--- config.mk ---
export PLATFORM = sky130hd
export DESIGN_NAME = tcb_transfer_counter
export DESIGN_NICKNAME = d
export VERILOG_FILES = /design/src/tcb_pkg.sv /design/src/access_pkg.sv /design/src/tcb_transfer_counter.sv
export SDC_FILE = /design/constraint.sdc
export NUM_CORES = 1
export LEC_CHECK = 0
export BUFFER_PORTS_ARGS = -buffer_cell sky130_fd_sc_hd__clkbuf_2
export CAP_MARGIN = 5
export CELL_PAD_IN_SITES_DETAIL_PLACEMENT = 1
export CELL_PAD_IN_SITES_GLOBAL_PLACEMENT = 1
export CORE_AREA = 2 2 39 41
export DETAILED_ROUTE_END_ITERATION = 12
export DIE_AREA = 0 0 41 43
export PLACE_DENSITY_LB_ADDON = 0.1
export RECOVER_POWER = 50
export SYNTH_ARGS = -nofsm -noshare
export SYNTH_HDL_FRONTEND = slang
export SYNTH_SLANG_ARGS = --single-unit
--- constraint.sdc ---
create_clock -name tcb -period 0.8 [get_ports tcb]
set_input_delay 0.04 -clock tcb [delete_from_list [all_inputs] [get_ports tcb]]
set_output_delay 0.04 -clock tcb [all_outputs]
set_load 0.05 [all_outputs]
--- src/tcb_pkg.sv ---
/*
  TCB bus widths, request and response structs,
  and the byte order enum of command data
*/

package tcb_pkg;

  //////////////////////////////////////////////////////////////////////
  // bus geometry
  //////////////////////////////////////////////////////////////////////

  // address width
  localparam int unsigned TCB_ABW = 32;
  // number of byte lanes
  localparam int unsigned TCB_BEW = 4;
  // lane width
  localparam int unsigned TCB_SLW = 8;

  // byte order of command data
  typedef enum logic {
    TCB_LITTLE = 1'b0,
    TCB_BIG    = 1'b1
  } tcb_endian_t;

  //////////////////////////////////////////////////////////////////////
  // transfer request and response
  //////////////////////////////////////////////////////////////////////

  typedef struct packed {
    logic                             wen;  // write enable
    logic                             lck;  // locked to next transfer
    logic [TCB_ABW-1:0]               adr;  // word aligned
    logic [TCB_BEW-1:0]               ben;
    logic [TCB_BEW-1:0][TCB_SLW-1:0]  wdt;
  } tcb_req_t;

  typedef struct packed {
    logic [TCB_BEW-1:0][TCB_SLW-1:0]  rdt;
    logic                             err;
  } tcb_rsp_t;

endpackage

--- src/access_pkg.sv ---
/*
  access engine opcode and size enums,
  command and result structs
*/

package access_pkg;

  // widest access in bytes
  localparam int unsigned ACC_BYTES = 8;

  typedef enum logic {
    ACC_READ  = 1'b0,
    ACC_WRITE = 1'b1
  } access_op_t;

  // log2 of the byte count
  typedef enum logic [1:0] {
    SIZ_1 = 2'd0,
    SIZ_2 = 2'd1,
    SIZ_4 = 2'd2,
    SIZ_8 = 2'd3
  } access_siz_t;

  // one command from the host side
  typedef struct packed {
    access_op_t                                  op;
    access_siz_t                                 siz;
    tcb_pkg::tcb_endian_t                        ndn;
    logic [tcb_pkg::TCB_ABW-1:0]                 adr;
    logic [ACC_BYTES-1:0][tcb_pkg::TCB_SLW-1:0]  dat;
  } access_cmd_t;

  // collected result, valid with done
  typedef struct packed {
    logic [ACC_BYTES-1:0][tcb_pkg::TCB_SLW-1:0]  dat;
    logic                                        err;
  } access_res_t;

endpackage

--- src/tcb_transfer_counter.sv ---
/*
  transfer and response counters for the active command
*/

`timescale 1ns/1ps

module tcb_transfer_counter (
  input  logic                    tcb,
  input  logic                    reset,
  input  logic                    start,
  input  logic                    issue,
  input  logic                    rsp_vld,
  input  access_pkg::access_siz_t siz,
  output logic                    req_idx,
  output logic                    last_req,
  output logic                    last_rsp
);

  // two transfers for an 8 byte command, one otherwise
  logic wide;
  // responses returned so far
  logic rsp_idx;

  assign last_req = (req_idx == wide);
  // pulse on the final response only
  assign last_rsp = rsp_vld & (rsp_idx == wide);

  always_ff @(posedge tcb) begin
    if (reset) begin
      wide    <= 1'b0;
      req_idx <= 1'b0;
      rsp_idx <= 1'b0;
    end else if (start) begin
      wide    <= (siz == access_pkg::SIZ_8);
      req_idx <= 1'b0;
      rsp_idx <= 1'b0;
    end else begin
      // counted apart, a response can lag behind the next issue
      if (issue && !last_req) begin
        req_idx <= 1'b1;
      end
      if (rsp_vld && !last_rsp) begin
        rsp_idx <= 1'b1;
      end
    end
  end

endmodule

==> impl_metrics.ini <==
[sta]
setup_violations = 5
slew_headroom_pct = 91.26
period_share_pct = 131.1
fin_skew_ns = 0.002796
setup_slack_ns = -0.2490
rsz0062_at_grt = true
fmax_ghz = 0.9533
fin_crit_ns = 1.049
tightest_slew_ns = 0.1301
hold_viol_final = 0
slew_violations = 0

[die]
initial_core_util_pct = 8.680
coreArea_um2 = 1384
io_pins = 10
rows = 14
fp.dieH_um = 43
die_area_um2 = 1763
die_x_um = 41

[cells_and_area]
seqCellArea_um2 = 68.82
final_cell_mix = clkbuf_2, clkbuf_4
n_antenna_cell = 0
mostFrequentLayoutCell = clkbuf_2
finish.net_count = 37
fin_util_pct = 25.32
fin_area_um2 = 350.3
drive_gt1_share_pct = 79.31
areaGrowthSynthToFinish_pct = 191.7
multiInputGateArea_um2 = 103.9
fillers = 166

[yosys]
synth_seq_cells = 3
yosysSeqAreaShare_pct = 50.00
synth.distinct_cells = 7
syn_area_per_cell_um2 = 9.240
synth_fp_nets = 20
synth_cells = 13
yosysWarnings = 0
netlist_area_um2 = 120.1

[power]
power_switching_share_pct = 24.63
p_comb_share_pct = 21.5
pwr-share-seq_pct = 28.9
power_switching_mw = 0.1310
max-vdd-ir-drop_uv = 562.3
p_leak_nw = 0.1360
p_per_area_nw_per_um2 = 1517
p_clk_share_pct = 49.6
intPower_mw = 0.4007

[cts]
cts_tree = yes
cts_buffers = 3
clockRootBuffer = clkbuf_4
htree_num_levels = 1
clk_latency_ns = 0.23
cts.sinks = 3
clk_pin_slew_ns = 0.04
clk_path_buf_depth = 2

[detailed_routing]
wirelength_um = 385
routed-via-count = 156
antenna_left = 0
avgRoutedWirePerCell_um = 8.556
drtIter0Drc = 2
first_pass_iters = 2
via_per_inst = 3.467
drc = 0

[setup_path]
reg2reg_slack_ns = -0.07
crit_start = wide
cp_slowest_stage_delay_ns = 0.35
regToRegEndpoint = req_idx
path_depth = 3
arrival_ns = 1.01
critPathMaxFanout = 3
crit_end = last_rsp
critPathKind = reg -> out
crit_path_start_kind = flop
crit_chain = xnor2_2, and2_4, buf_12
worstPathRequired_ns = 0.76
cp_top_family = flip-flops
crit-reg2reg-launch = wide
ff2ff_path_depth = 4
path_buf_inv = 1
crit_slowest_cell = dfxtp_4
end_kind = output pin

[grt]
grt_max_degree = 5
overflow = 0
grt_pass1_vias = 160
grt_pass1_wl_um = 579
grt_usage_pct = 5.517
grt_antenna_before_repair = 0

[placed_design]
portBuffers = 9
gp_congestion = 0.6311
dpl_cell_area_um2 = 224.0

[flow_run]
maxCapViolations = 0

[status]
status = finished with violations
violations = setup timing

[worst_hold_path]
hold_path_class = in -> reg
hold_start = start
-- power groups by stage --
stage	Combinational, mW	Clock [mW]	Sequential, mW
2_1_floorplan	0.0404	0	0.164
3_3_place_gp	0.0810	0	0.162
3_5_place_dp	0.0808	0	0.163
4_1_cts	0.0966	0.280	0.156
5_1_grt	0.121	0.302	0.154
6_report	0.114	0.263	0.154
-- final cells by class --
type / instances / share of cell area (%)
timing repair buffer: 12 / 37.50
clock buffer: 4 / 7.500
multi-input combinational: 10 / 29.64
tap: 16 / 5.714
sequential: 3 / 19.64
-- worst min-delay path by stage --
stage / end / slack (ns) / depth (start not counted)
after floorplan: wide / 0.10 / 1
after global placement: wide / 0.23 / 2
after detailed placement: wide / 0.23 / 2
after CTS: req_idx / 0.003 / 2
after global routing: req_idx / 0.01 / 2
final: rsp_idx / 0.02 / 2
-- cell families after synthesis --
family	share of synthesized area (%)
AOI/OAI and AO/OA	12.50
xor gates and xnor gates	14.59
DFF	50.00
and+or+nand+nor	22.92
-- routing by layer --
metal / wire length, µm / vias up / global-route usage, %
li1: - / 76 / -
met1: 135 / 72 / 5.128
met2: 201 / 8 / 6.563
met3: 48 / 0 / 3.141
met4: 0 / 0 / 8.000
met5: 0 / - / 0
-- stage by stage --
| stage | power [mW] | TNS [ns] | instances | hold WS [ns] | setup WS, ns |
|---|---|---|---|---|---|
| after detailed placement | 0.2437 | -0.1487 | 38 | 0.2309 | -0.08563 |
| final | 0.5316 | -0.5929 | 45 | 0.01536 | -0.2490 |
| after CTS | 0.5324 | -0.5104 | 44 | 0.003027 | -0.2760 |
| after global routing | 0.5776 | -0.7487 | 45 | 0.01230 | -0.2854 |
| after floorplan | 0.2040 | -0.05782 | 13 | 0.1017 | -0.05782 |
| after global placement | 0.2433 | -0.1041 | 38 | 0.2336 | -0.06225 |
-- cells in the mapped netlist, drive strengths merged --
| cell | count | share of area, % |
|---|---|---|
| nand3 | 1 | 4.2 |
| nor3 | 2 | 8.3 |
| a21oi | 3 | 12 |
| dfxtp | 3 | 50 |
| nand2b | 1 | 5.2 |
| and2 | 1 | 5.2 |
| xnor2 | 2 | 15 |
-- state kept, by name, summed over array words and instances (netlist names) --
| signal | cells |
|---|---|
| req_idx | 1 |
| rsp_idx | 1 |
| wide | 1 |
-- timing repair --
action                                  CTS  global route
hold endpoints to repair                  3             0
hold buffers                              1             0
pin swaps                                 1             1
gates resized for setup                   9             5
endpoints found under the setup margin    3             4
gates cloned                              0             0
buffers inserted                          1             1
(Power assumes the default switching activity.)
