--- src/tcb_pkg.sv ---
/*
  TCB bus widths, request and response structs,
  and the byte order enum of command data
*/

package tcb_pkg;

  //////////////////////////////////////////////////////////////////////
  // bus geometry
  //////////////////////////////////////////////////////////////////////

  // address width
  localparam int unsigned TCB_ABW = 32;
  // number of byte lanes
  localparam int unsigned TCB_BEW = 4;
  // lane width
  localparam int unsigned TCB_SLW = 8;

  // byte order of command data
  typedef enum logic {
    TCB_LITTLE = 1'b0,
    TCB_BIG    = 1'b1
  } tcb_endian_t;

  //////////////////////////////////////////////////////////////////////
  // transfer request and response
  //////////////////////////////////////////////////////////////////////

  typedef struct packed {
    logic                             wen;  // write enable
    logic                             lck;  // locked to next transfer
    logic [TCB_ABW-1:0]               adr;  // word aligned
    logic [TCB_BEW-1:0]               ben;
    logic [TCB_BEW-1:0][TCB_SLW-1:0]  wdt;
  } tcb_req_t;

  typedef struct packed {
    logic [TCB_BEW-1:0][TCB_SLW-1:0]  rdt;
    logic                             err;
  } tcb_rsp_t;

endpackage

--- src/access_pkg.sv ---
/*
  access engine opcode and size enums,
  command and result structs
*/

package access_pkg;

  // widest access in bytes
  localparam int unsigned ACC_BYTES = 8;

  typedef enum logic {
    ACC_READ  = 1'b0,
    ACC_WRITE = 1'b1
  } access_op_t;

  // log2 of the byte count
  typedef enum logic [1:0] {
    SIZ_1 = 2'd0,
    SIZ_2 = 2'd1,
    SIZ_4 = 2'd2,
    SIZ_8 = 2'd3
  } access_siz_t;

  // one command from the host side
  typedef struct packed {
    access_op_t                                  op;
    access_siz_t                                 siz;
    tcb_pkg::tcb_endian_t                        ndn;
    logic [tcb_pkg::TCB_ABW-1:0]                 adr;
    logic [ACC_BYTES-1:0][tcb_pkg::TCB_SLW-1:0]  dat;
  } access_cmd_t;

  // collected result, valid with done
  typedef struct packed {
    logic [ACC_BYTES-1:0][tcb_pkg::TCB_SLW-1:0]  dat;
    logic                                        err;
  } access_res_t;

endpackage

--- src/tcb_access_fsm.sv ---
/*
  access engine control FSM
  accepts commands, raises vld per transfer, waits for responses
*/

`timescale 1ns/1ps

module tcb_access_fsm (
  input  logic                    tcb,
  input  logic                    reset,
  // command side
  input  logic                    cmd_vld,
  input  access_pkg::access_siz_t siz,
  input  logic                    misaligned,
  output logic                    cmd_rdy,
  // bus handshake
  input  logic                    rdy,
  output logic                    vld,
  // counter status
  input  logic                    last_req,
  input  logic                    last_rsp,
  // strobes
  output logic                    issue,
  output logic                    start,
  output logic                    done
);

  typedef enum logic [1:0] {
    IDLE,
    REQ,
    WAIT_RSP,
    FINISH
  } state_t;

  state_t state;
  state_t state_nxt;
  logic   bad;

  //////////////////////////////////////////////////////////////////////
  // handshakes
  //////////////////////////////////////////////////////////////////////

  assign cmd_rdy = (state == IDLE);
  assign start   = cmd_vld & cmd_rdy;
  assign vld     = (state == REQ);
  // one transfer per cycle with vld and rdy
  assign issue   = vld & rdy;
  assign done    = (state == FINISH);

  // byte accesses can never be misaligned
  assign bad = misaligned & (siz != access_pkg::SIZ_1);

  //////////////////////////////////////////////////////////////////////
  // state transitions
  //////////////////////////////////////////////////////////////////////

  always_comb begin
    state_nxt = state;
    case (state)
      IDLE: begin
        // misaligned command skips the bus
        if (start) begin
          state_nxt = bad ? FINISH : REQ;
        end
      end
      REQ: begin
        // second transfer follows right after the first
        if (issue && last_req) begin
          state_nxt = WAIT_RSP;
        end
      end
      WAIT_RSP: begin
        if (last_rsp) begin
          state_nxt = FINISH;
        end
      end
      default: begin
        state_nxt = IDLE;
      end
    endcase
  end

  always_ff @(posedge tcb) begin
    if (reset) begin
      state <= IDLE;
    end else begin
      state <= state_nxt;
    end
  end

endmodule

--- config.mk ---
export PLATFORM = sky130hd
export DESIGN_NAME = tcb_access_fsm
export DESIGN_NICKNAME = d
export VERILOG_FILES = /design/src/tcb_pkg.sv /design/src/access_pkg.sv /design/src/tcb_access_fsm.sv
export SDC_FILE = /design/constraint.sdc
export NUM_CORES = 1
export LEC_CHECK = 0
export BUFFER_PORTS_ARGS = -buffer_cell sky130_fd_sc_hd__buf_2
export CORE_AREA = 2 2 39 41
export DETAILED_ROUTE_END_ITERATION = 8
export DIE_AREA = 0 0 41 43
export RECOVER_POWER = 50
export SLEW_MARGIN = 40
export SYNTH_ARGS = -nofsm -noshare
export SYNTH_HDL_FRONTEND = slang
export SYNTH_SLANG_ARGS = --single-unit
--- constraint.sdc ---
create_clock -name tcb -period 2.8 [get_ports tcb]
set_clock_uncertainty 0.1 [all_clocks]
set_input_delay 0.28 -clock tcb [delete_from_list [all_inputs] [get_ports tcb]]
set_output_delay 0.28 -clock tcb [all_outputs]
set_load 0.1 [all_outputs]
==> flow_metrics.env <==
export IMPL_vias=213
export IMPL_reg2reg_slack_ns=1.34
export IMPL_cts_inserted_buffers=3
export IMPL_coreArea_um2=1380
export IMPL_tightest_slew_ns=1.16
export IMPL_rows=14
export IMPL_critPathBufInv=1
export IMPL_setup_tns_ns=0
export IMPL_hold_violations=0
export IMPL_whs_ns=0.163
export IMPL_grt_usage_pct=6.31
export IMPL_io_buffers=13
export IMPL_largestRegisters="state: 2 flops"
export IMPL_holdPathStages=2
export IMPL_hp_class="input port to flop"
export IMPL_cts_root_buf="clkbuf_4"
export IMPL_relSlewSlack_pct=23.0
export IMPL_fp_dieW_um=41
export IMPL_drt_total_wl_um=449
export IMPL_grt_pass1_vias=217
export IMPL_rsz0062_at_grt="no"
export IMPL_path_clk_slew_ns=0.03
export IMPL_worst_path_largest_cell_delay_ns=0.86
export IMPL_largest_reg_flops=2
export IMPL_fin_util_pct=22.5
export IMPL_routed_via_density=3.94
export IMPL_final_common_cell="buf_2"
export IMPL_seq_area_frac_synth_pct=19.5
export IMPL_yosys_area_top_type="ha_1"
export IMPL_die_y_um=43
export IMPL_drv_slew=0
export IMPL_cts_hold_buf=0
export IMPL_holdPathEnd="state[0]"
export IMPL_final_cell_mix="buf_2 (12), ha_1 (5), inv_1 (4), clkbuf_4 (3)"
export IMPL_regMostFlops="state"
export IMPL_netlist_area_um2=205
export IMPL_hpwl_um=385
export IMPL_run_status="finished, final reports clean"
export IMPL_final_cells=54
export IMPL_htree_levels=1
export IMPL_wl_per_cell_um=8.31
export IMPL_worstPathArrival_ns=1.63
export IMPL_postRouteAntennaNets=0
export IMPL_yosysWarnings=0
export IMPL_clock_fmax_ghz=0.497
export IMPL_cp_max_fo=5
export IMPL_fin_crit_sh_pct=71.9
export IMPL_avgSynthCellArea_um2=9.33
export IMPL_fin_crit_ns=2.01
export IMPL_die_area_um2=1760
export IMPL_antenna_found_initial=0
export IMPL_n_antenna_cell=0
export IMPL_cap_violations=0
export IMPL_cp_end_kind="output pin"
export IMPL_cts_resized=0
export IMPL_synth_cell_types=13
export IMPL_grt_overflow_total=0
export IMPL_areaGrowthSynthToFinish_pct=51.8
export IMPL_required_ns=2.42
export IMPL_drt_first_iter_violations=3
export IMPL_reg2regPathDepth=5
export IMPL_grt_max_degree=6
export IMPL_place_inst=51
export IMPL_io_pins=14
export IMPL_synth_seq_cells=2
export IMPL_crit_path_cell_trace="ha_1 > clkbuf_1"
export IMPL_min_from="reset"
export IMPL_cts_sinks=2
export IMPL_yosys_top_cells_area="ha_1 (30%), dfxtp_1 (20%), inv_1 (7.3%)"
export IMPL_synthCells=22
export IMPL_start_kind="flop"
export IMPL_post_cts_setup_buffers=0
export IMPL_clockBufferDepth=2
export IMPL_synth_top_area_share_pct=30.5
export IMPL_clk_latency_ns=0.22
export IMPL_final_layout_size_suffix_gt1_share_pct=42.1
export IMPL_cp_slowest_cell="clkbuf_1"
export IMPL_cts_tree="built"
export IMPL_crit_family="buffers and inverters"
export IMPL_drc_errors=0
export IMPL_initial_core_util_pct=14.8
export IMPL_routabilityCongestion=0.668
export IMPL_r2r_start="state[1]"
export IMPL_setup_violations=0
export IMPL_path_class="flop to output pin"
export IMPL_worstReg2RegEnd="state[0]"
export IMPL_dr_pass1_iters=2
export IMPL_syn_num_nets=36
export IMPL_fin_nets=54
export IMPL_grt_pass1_wl_um=676
## per-layer routing
metal,global-route usage [%],vias to the layer above,routed length (um)
met1,4.46,94,151
met2,9.69,8,245
li1,-,111,-
met5,0,-,0
met4,8.00,0,0
met3,3.14,0,51
## through the flow
step	instance area (um^2)	setup slack, ns
2_1_floorplan	205	0.294
3_3_place_gp	290	1.23
3_5_place_dp	290	1.22
4_1_cts	313	0.977
5_1_grt	312	0.734
6_report	312	0.787
## how the worst max path moves through the flow
stage	startpoint	to	slack, ns	cells past startpoint
3_3_place_gp	state[1]	start	1.23	4
4_1_cts	state[1]	start	0.98	4
5_1_grt	state[0]	done	0.73	2
3_5_place_dp	state[1]	start	1.22	4
6_report	state[0]	done	0.79	2
2_1_floorplan	state[0]	start	0.29	3
## worst register-to-register path: stages, from the launching register on
cell	delay (ns)
dfxtp_1	0.37
inv_1	0.09
ha_1	0.21
a21bo_1	0.23
a31oi_1	0.09
a311oi_1	0.27
## final cells by class
| class | instances | area (um^2) |
|---|---|---|
| Multi-Input combinational cell | 16 | 150 |
| Timing Repair Buffer | 13 | 63.8 |
| Clock buffer | 3 | 22.5 |
| Fill cell | 161 | 1070 |
| Inverter | 4 | 15.0 |
| Tap cell | 16 | 20.0 |
| Sequential cell | 2 | 40.0 |
## synth_stat cells
cell type,instances
a21bo_1,1
a311o_1,1
a311oi_1,1
a31oi_1,1
and2_1,1
and2_2,1
dfxtp_1,2
ha_1,5
inv_1,4
nand2b_1,2
o2111ai_1,1
o211a_1,1
o31ai_1,1
## cell families after synthesis
logic type               Yosys count  synth area share, %
AO/OA/AOI/OAI                      7                 29.9
adder cells (fa/ha/maj)            5                 30.5
buffers and inverters              4                 7.31
flip-flops                         2                 19.5
AND/OR/NAND/NOR                    4                 12.8
Power is left out: the tool's default activity adds up to more than one toggle a clock period on the data nets, which glitch-free logic cannot reach.
