===== src/tcb_pkg.sv =====
/*
  TCB bus widths, request and response structs,
  and the byte order enum of command data
*/

package tcb_pkg;

  //////////////////////////////////////////////////////////////////////
  // bus geometry
  //////////////////////////////////////////////////////////////////////

  // address width
  localparam int unsigned TCB_ABW = 32;
  // number of byte lanes
  localparam int unsigned TCB_BEW = 4;
  // lane width
  localparam int unsigned TCB_SLW = 8;

  // byte order of command data
  typedef enum logic {
    TCB_LITTLE = 1'b0,
    TCB_BIG    = 1'b1
  } tcb_endian_t;

  //////////////////////////////////////////////////////////////////////
  // transfer request and response
  //////////////////////////////////////////////////////////////////////

  typedef struct packed {
    logic                             wen;  // write enable
    logic                             lck;  // locked to next transfer
    logic [TCB_ABW-1:0]               adr;  // word aligned
    logic [TCB_BEW-1:0]               ben;
    logic [TCB_BEW-1:0][TCB_SLW-1:0]  wdt;
  } tcb_req_t;

  typedef struct packed {
    logic [TCB_BEW-1:0][TCB_SLW-1:0]  rdt;
    logic                             err;
  } tcb_rsp_t;

endpackage


===== src/access_pkg.sv =====
/*
  access engine opcode and size enums,
  command and result structs
*/

package access_pkg;

  // widest access in bytes
  localparam int unsigned ACC_BYTES = 8;

  typedef enum logic {
    ACC_READ  = 1'b0,
    ACC_WRITE = 1'b1
  } access_op_t;

  // log2 of the byte count
  typedef enum logic [1:0] {
    SIZ_1 = 2'd0,
    SIZ_2 = 2'd1,
    SIZ_4 = 2'd2,
    SIZ_8 = 2'd3
  } access_siz_t;

  // one command from the host side
  typedef struct packed {
    access_op_t                                  op;
    access_siz_t                                 siz;
    tcb_pkg::tcb_endian_t                        ndn;
    logic [tcb_pkg::TCB_ABW-1:0]                 adr;
    logic [ACC_BYTES-1:0][tcb_pkg::TCB_SLW-1:0]  dat;
  } access_cmd_t;

  // collected result, valid with done
  typedef struct packed {
    logic [ACC_BYTES-1:0][tcb_pkg::TCB_SLW-1:0]  dat;
    logic                                        err;
  } access_res_t;

endpackage


===== src/tcb_lane_pack.sv =====
/*
  command register, lane mapping of write data and byte enables,
  transfer address and misalignment check
*/

`timescale 1ns/1ps

module tcb_lane_pack (
  input  logic                    tcb,
  input  logic                    reset,
  input  logic                    start,
  input  access_pkg::access_cmd_t cmd,
  input  logic                    req_idx,
  input  logic                    last_req,
  output tcb_pkg::tcb_req_t       req,
  output logic                    misaligned
);

  localparam int unsigned ABW = tcb_pkg::TCB_ABW;

  access_pkg::access_cmd_t cmd_q;
  logic [3:0]              nbytes;

  always_ff @(posedge tcb) begin
    if (reset) begin
      cmd_q <= '0;
    end else if (start) begin
      cmd_q <= cmd;
    end
  end

  assign nbytes = 4'd1 << cmd_q.siz;

  //////////////////////////////////////////////////////////////////////
  // request of the current transfer
  //////////////////////////////////////////////////////////////////////

  always_comb begin
    logic [1:0] lane;
    logic [2:0] src;
    req     = '0;
    req.wen = (cmd_q.op == access_pkg::ACC_WRITE);
    // lock held until the last transfer
    req.lck = ~last_req;
    req.adr = {cmd_q.adr[ABW-1:2], 2'b00} + ABW'({req_idx, 2'b00});
    for (int i = 0; i < access_pkg::ACC_BYTES; i++) begin
      // memory mode, byte sits on its address lane
      lane = cmd_q.adr[1:0] + 2'(i);
      src  = (cmd_q.ndn == tcb_pkg::TCB_BIG) ? 3'(nbytes - 1 - i) : 3'(i);
      if ((i < nbytes) && ((i >= 4) == req_idx)) begin
        req.ben[lane] = 1'b1;
        req.wdt[lane] = cmd_q.dat[src];
      end
    end
  end

  // checked on the incoming command, used at acceptance
  always_comb begin
    case (cmd.siz)
      access_pkg::SIZ_2: misaligned = cmd.adr[0];
      access_pkg::SIZ_4: misaligned = |cmd.adr[1:0];
      access_pkg::SIZ_8: misaligned = |cmd.adr[2:0];
      default:           misaligned = 1'b0;
    endcase
  end

endmodule


===== config.mk =====
export PLATFORM = sky130hd
export DESIGN_NAME = tcb_lane_pack
export DESIGN_NICKNAME = d
export VERILOG_FILES = /design/src/tcb_pkg.sv /design/src/access_pkg.sv /design/src/tcb_lane_pack.sv
export SDC_FILE = /design/constraint.sdc
export NUM_CORES = 1
export LEC_CHECK = 0
export ABC_CLOCK_PERIOD_IN_PS = 3590
export BUFFER_PORTS_ARGS = -buffer_cell sky130_fd_sc_hd__buf_2
export CELL_PAD_IN_SITES_DETAIL_PLACEMENT = 0
export CELL_PAD_IN_SITES_GLOBAL_PLACEMENT = 1
export CORE_UTILIZATION = 44
export CTS_BUF_LIST = sky130_fd_sc_hd__clkbuf_2
export DETAILED_ROUTE_END_ITERATION = 12
export GPL_TIMING_DRIVEN = 0
export PLACE_DENSITY_LB_ADDON = 0.1
export SYNTH_ARGS = -nofsm -noshare
export SYNTH_HDL_FRONTEND = slang
export SYNTH_SLANG_ARGS = --single-unit

===== constraint.sdc =====
create_clock -name tcb -period 3.59 [get_ports tcb]
set_input_delay 0.359 -clock tcb [delete_from_list [all_inputs] [get_ports tcb]]
set_output_delay 0.359 -clock tcb [all_outputs]
set_load 0.005 [all_outputs]

==> summary.md <==
Buffers placed on the I/O ports in this run total 171. The first global-routing pass estimated 76800 um of wire. Root cell of the clock tree: clkbuf_2. The cell area power density was 237 nW/um2. The initialized floorplan defines 56 standard-cell rows. For the max-slew violation count, the log shows 0. IR analysis of the VDD net gives a maximum drop of 0.182 mV. Number of instances in the synthesized netlist: 1318. The signed area change from the synthesized netlist to the final layout was 49.8%. The detail route stage leaves a number of antenna-violating nets equal to 0. The placed instances occupy a cell area of 11700 um2.

After layout, the minimum clock period comes to 4.32 ns. The worst setup path is launched from a flip-flop. The logs give 0.66 ns for the clock latency at the later pin of the worst-skew pair and 44.6% for the effective utilization at floorplan.

The flow ran to the end, but the final reports show violations. Largest clock skew in the final design: 0 ns. Based on the critical path, the design can be clocked at up to 0.232 GHz.

Using the TritonRoute via totals, the vias-per-cell ratio works out to 6.74. The logs give 0.00612 uW for the leakage power of the design and 3 for the H-tree level count. The max-slew headroom at the worst pin was 34.8%. Final worst-path setup slack: -0.727 ns.

The checks that failed: setup timing. The finished cells cover 15600 um2. Number of antenna violations at the first check in global routing: 1.

The area share of the leading cell type in the synthesized netlist was 19.2%. At the end of routability-driven placement, the weighted congestion stood at 1.09. After the flow finishes, the layout carries non-filler instances totaling 2015. After detailed routing, the total wire length is 53800 um.

The tools report the total congestion overflow as 0. Setup repair after global routing could not meet its margin everywhere. In the synthesized netlist the async set-or-reset flop fraction comes to 0%.

The final number of hold-violating endpoints is 0. At the worst endpoint, the arrival time is 3.96 ns. At the end of the flow, the number of nets in the layout was 1799. Summing over every cut layer, the via total after detailed routing is 13600.

The run gives 83 as the number of unique standard cell types used by synthesis. The path class of the lowest-slack min-delay path was in -> reg. The tools report the TritonCTS buffer count as 9. The worst-path maximum fanout works out to 6. The number of global-route vias before repair was 12400; the count of max-cap constraint violations was 0. The tools report the sum of net half-perimeters after detailed placement as 38200 um. Most used flip-flop cell after synthesis: dfxtp_1. Ranked by total cell area, the synthesized netlist is headed by dfxtp_1 (19%), mux2i_1 (15%), nor2_1 (6.7%).

Sequential elements use 19.2% of the synthesized area. The floorplan step set the die height to 156 um. STA classifies the critical path endpoint as a primary output. Clock-pin slew was measured on the worst setup and hold paths at 0.36 ns. The run gives 24400 um2 as the overall die area. The number of synthesized flops with an enable pin is 0. Measured along the x axis, the die boundary spans 156 um.

The dominant cell type by area after synthesis was dfxtp_1. The number of filler instances in the final layout is 1977, and the initial DRC count is 1792. The post-route DRC violation count was 0. The number of storage elements in the synthesis netlist works out to 100.

The per-cell routed wire length works out to 26.7 um. Dividing the final minimum period by the clock period gives 120%. The core region is 23400 um2.

For the worst setup path, the data required time is 3.23 ns. The clock drives 100 sinks. The number of top-level pins is 176, and the largest buffer count on any clock path is 2. The cell area that synthesis handed to floorplanning was 10400 um2. Global routing used 42.1% of the available tracks across all layers. The worst setup path is of the reg -> out kind.

Setup violations remaining at the end of the flow were counted as 32. Cells with a size suffix above 1 make up 35.1% of the layout. Counting tap cells, the placed design contains a total of 1809 instances.

Before antenna repair, the detailed router went through 12 iterations. Entering global routing, the biggest net connects 20 pins. Prior to clock tree synthesis, the placed netlist has a worst setup slack of -1.36 ns. At the pin with the least slew margin, the transition time is 0.968 ns. The Yosys step of the flow raised 0 warnings. TritonCTS built the clock tree.

A synthesized cell averages 7.92 um2.
[report_power, final]
part,switching [uW],internal (uW)
combinational,969,834
clock,471,113
sequential,143,1180
total,1580,2130
[flip-flops by register name (all words and copies together), names as in the netlist]
| name | count |
|---|---|
| cmd_q | 99 |
| req | 1 |
[cell usage after synthesis (all sizes together) (6+ instances only)]
library cell and count:
a2111oi 7, a211o 9, a211oi 28, a21oi 48
a221o 7, a221oi 9, a22o 20, a22oi 23
a31oi 17, a32oi 6, and2 9, and3 12
buf 52, clkbuf 57, dfxtp 100, ha 8
inv 15, mux2 19, mux2i 161, mux4 17
nand2 70, nand2b 19, nand3 45, nand3b 12
nand4 9, nand4bb 7, nor2 187, nor2b 13
nor3 17, nor3b 8, o211ai 9, o21ai 51
o221ai 31, o22a 10, o22ai 50, o2bb2ai 24
o31a 7, o31ai 7, or3b 6, or4bb 10
xnor2 22, xor2 6
[final timing paths]
path                            startpoint   endpoint  slack, ns  depth (start not counted)
worst max-delay path             cmd_q[98]     req[8]      -0.73                         14
worst min-delay path               cmd[93]  cmd_q[93]       0.40                          4
worst max register to register   cmd_q[64]  cmd_q[64]       1.32                          5
worst min register to register     req[69]    req[69]       0.54                          2
[routing by layer]
metal,vias to the layer above,global-route usage [%],wire [um]
li1,5835,-,-
met1,6319,54.5,20500
met2,1157,63.5,22800
met3,267,12.0,7410
met4,0,21.2,3100
met5,-,1.04,0
[through the flow]
| step | TNS [ns] | utilization [%] | total power [uW] | hold slack, ns |
|---|---|---|---|---|
| 2_1_floorplan | 0 | - | 2030 | 0.462 |
| 3_3_place_gp | -34.85 | 50.0 | 2480 | 0.483 |
| 3_5_place_dp | -35.16 | 50.0 | 2480 | 0.490 |
| 4_1_cts | -12.09 | 61.9 | 3420 | 0.361 |
| 5_1_grt | -18.69 | 66.8 | 3820 | 0.415 |
| 6_report | -16.28 | 66.8 | 3710 | 0.401 |
[cells in the final DEF (no fill, tap or decap), types with 17 or more instances in the layout]
| cell | Yosys | routed |
|---|---|---|
| buf_2 | 23 | 178 |
| nor2_1 | 186 | 174 |
| mux2i_1 | 161 | 132 |
| dlygate4sd3_1 | 0 | 100 |
| dfxtp_1 | 100 | 98 |
| buf_4 | 8 | 75 |
| nand2_1 | 70 | 64 |
| o22ai_1 | 50 | 39 |
| nand3_1 | 45 | 36 |
| clkbuf_1 | 57 | 36 |
| o21ai_0 | 51 | 36 |
| a21oi_1 | 48 | 32 |
| buf_6 | 7 | 25 |
| xnor2_1 | 22 | 22 |
| a22o_1 | 20 | 20 |
| clkbuf_2 | 0 | 19 |
| mux2i_4 | 0 | 18 |
| a22oi_1 | 23 | 18 |
| o2bb2ai_1 | 23 | 18 |
| mux4_2 | 17 | 17 |
[logic make-up after synthesis]
| group | count (synthesis) | synth area share [%] |
|---|---|---|
| mux | 197 | 21.2 |
| flops | 100 | 19.2 |
| compound gates | 407 | 28.5 |
| simple gates | 452 | 22.0 |
| other cells | 1 | 0.0359 |
| xor+xnor | 28 | 2.35 |
| buf+inv | 125 | 5.82 |
| fa+ha+maj | 8 | 0.959 |
[cell type report]
class	instances	area (um2)	area share [%]
Antenna cell	5	12.5	0.0800
Sequential cell	100	2010	12.8
Inverter	16	67.6	0.432
Buffer	104	757	4.84
Clock inverter	7	70.1	0.448
Tap cell	319	399	2.55
Clock buffer	9	45.0	0.288
Multi-Input combinational cell	1094	9550	61.0
Timing Repair Buffer	361	2740	17.5
[critical path, cell delays in order (launching register included)]
cell        delay [ns]
dfxtp_4           0.43
buf_8             0.10
buf_12            0.09
clkinvlp_4        0.13
ha_4              0.22
buf_12            0.14
buf_12            0.12
buf_12            0.13
mux2i_4           0.18
a222oi_1          0.66
o221ai_2          0.36
o22ai_2           0.20
nor3_2            0.06
a222oi_1          0.30
buf_2             0.17
[what timing repair did]
action	in CTS	in global routing
setup endpoints to repair	36	39
hold endpoints to repair	100	0
hold buffers	100	0
pin swaps	47	85
gates cloned	1	0
gates resized for setup	279	157
setup buffers	47	44
Note: power is estimated with default switching activity, not from simulation.
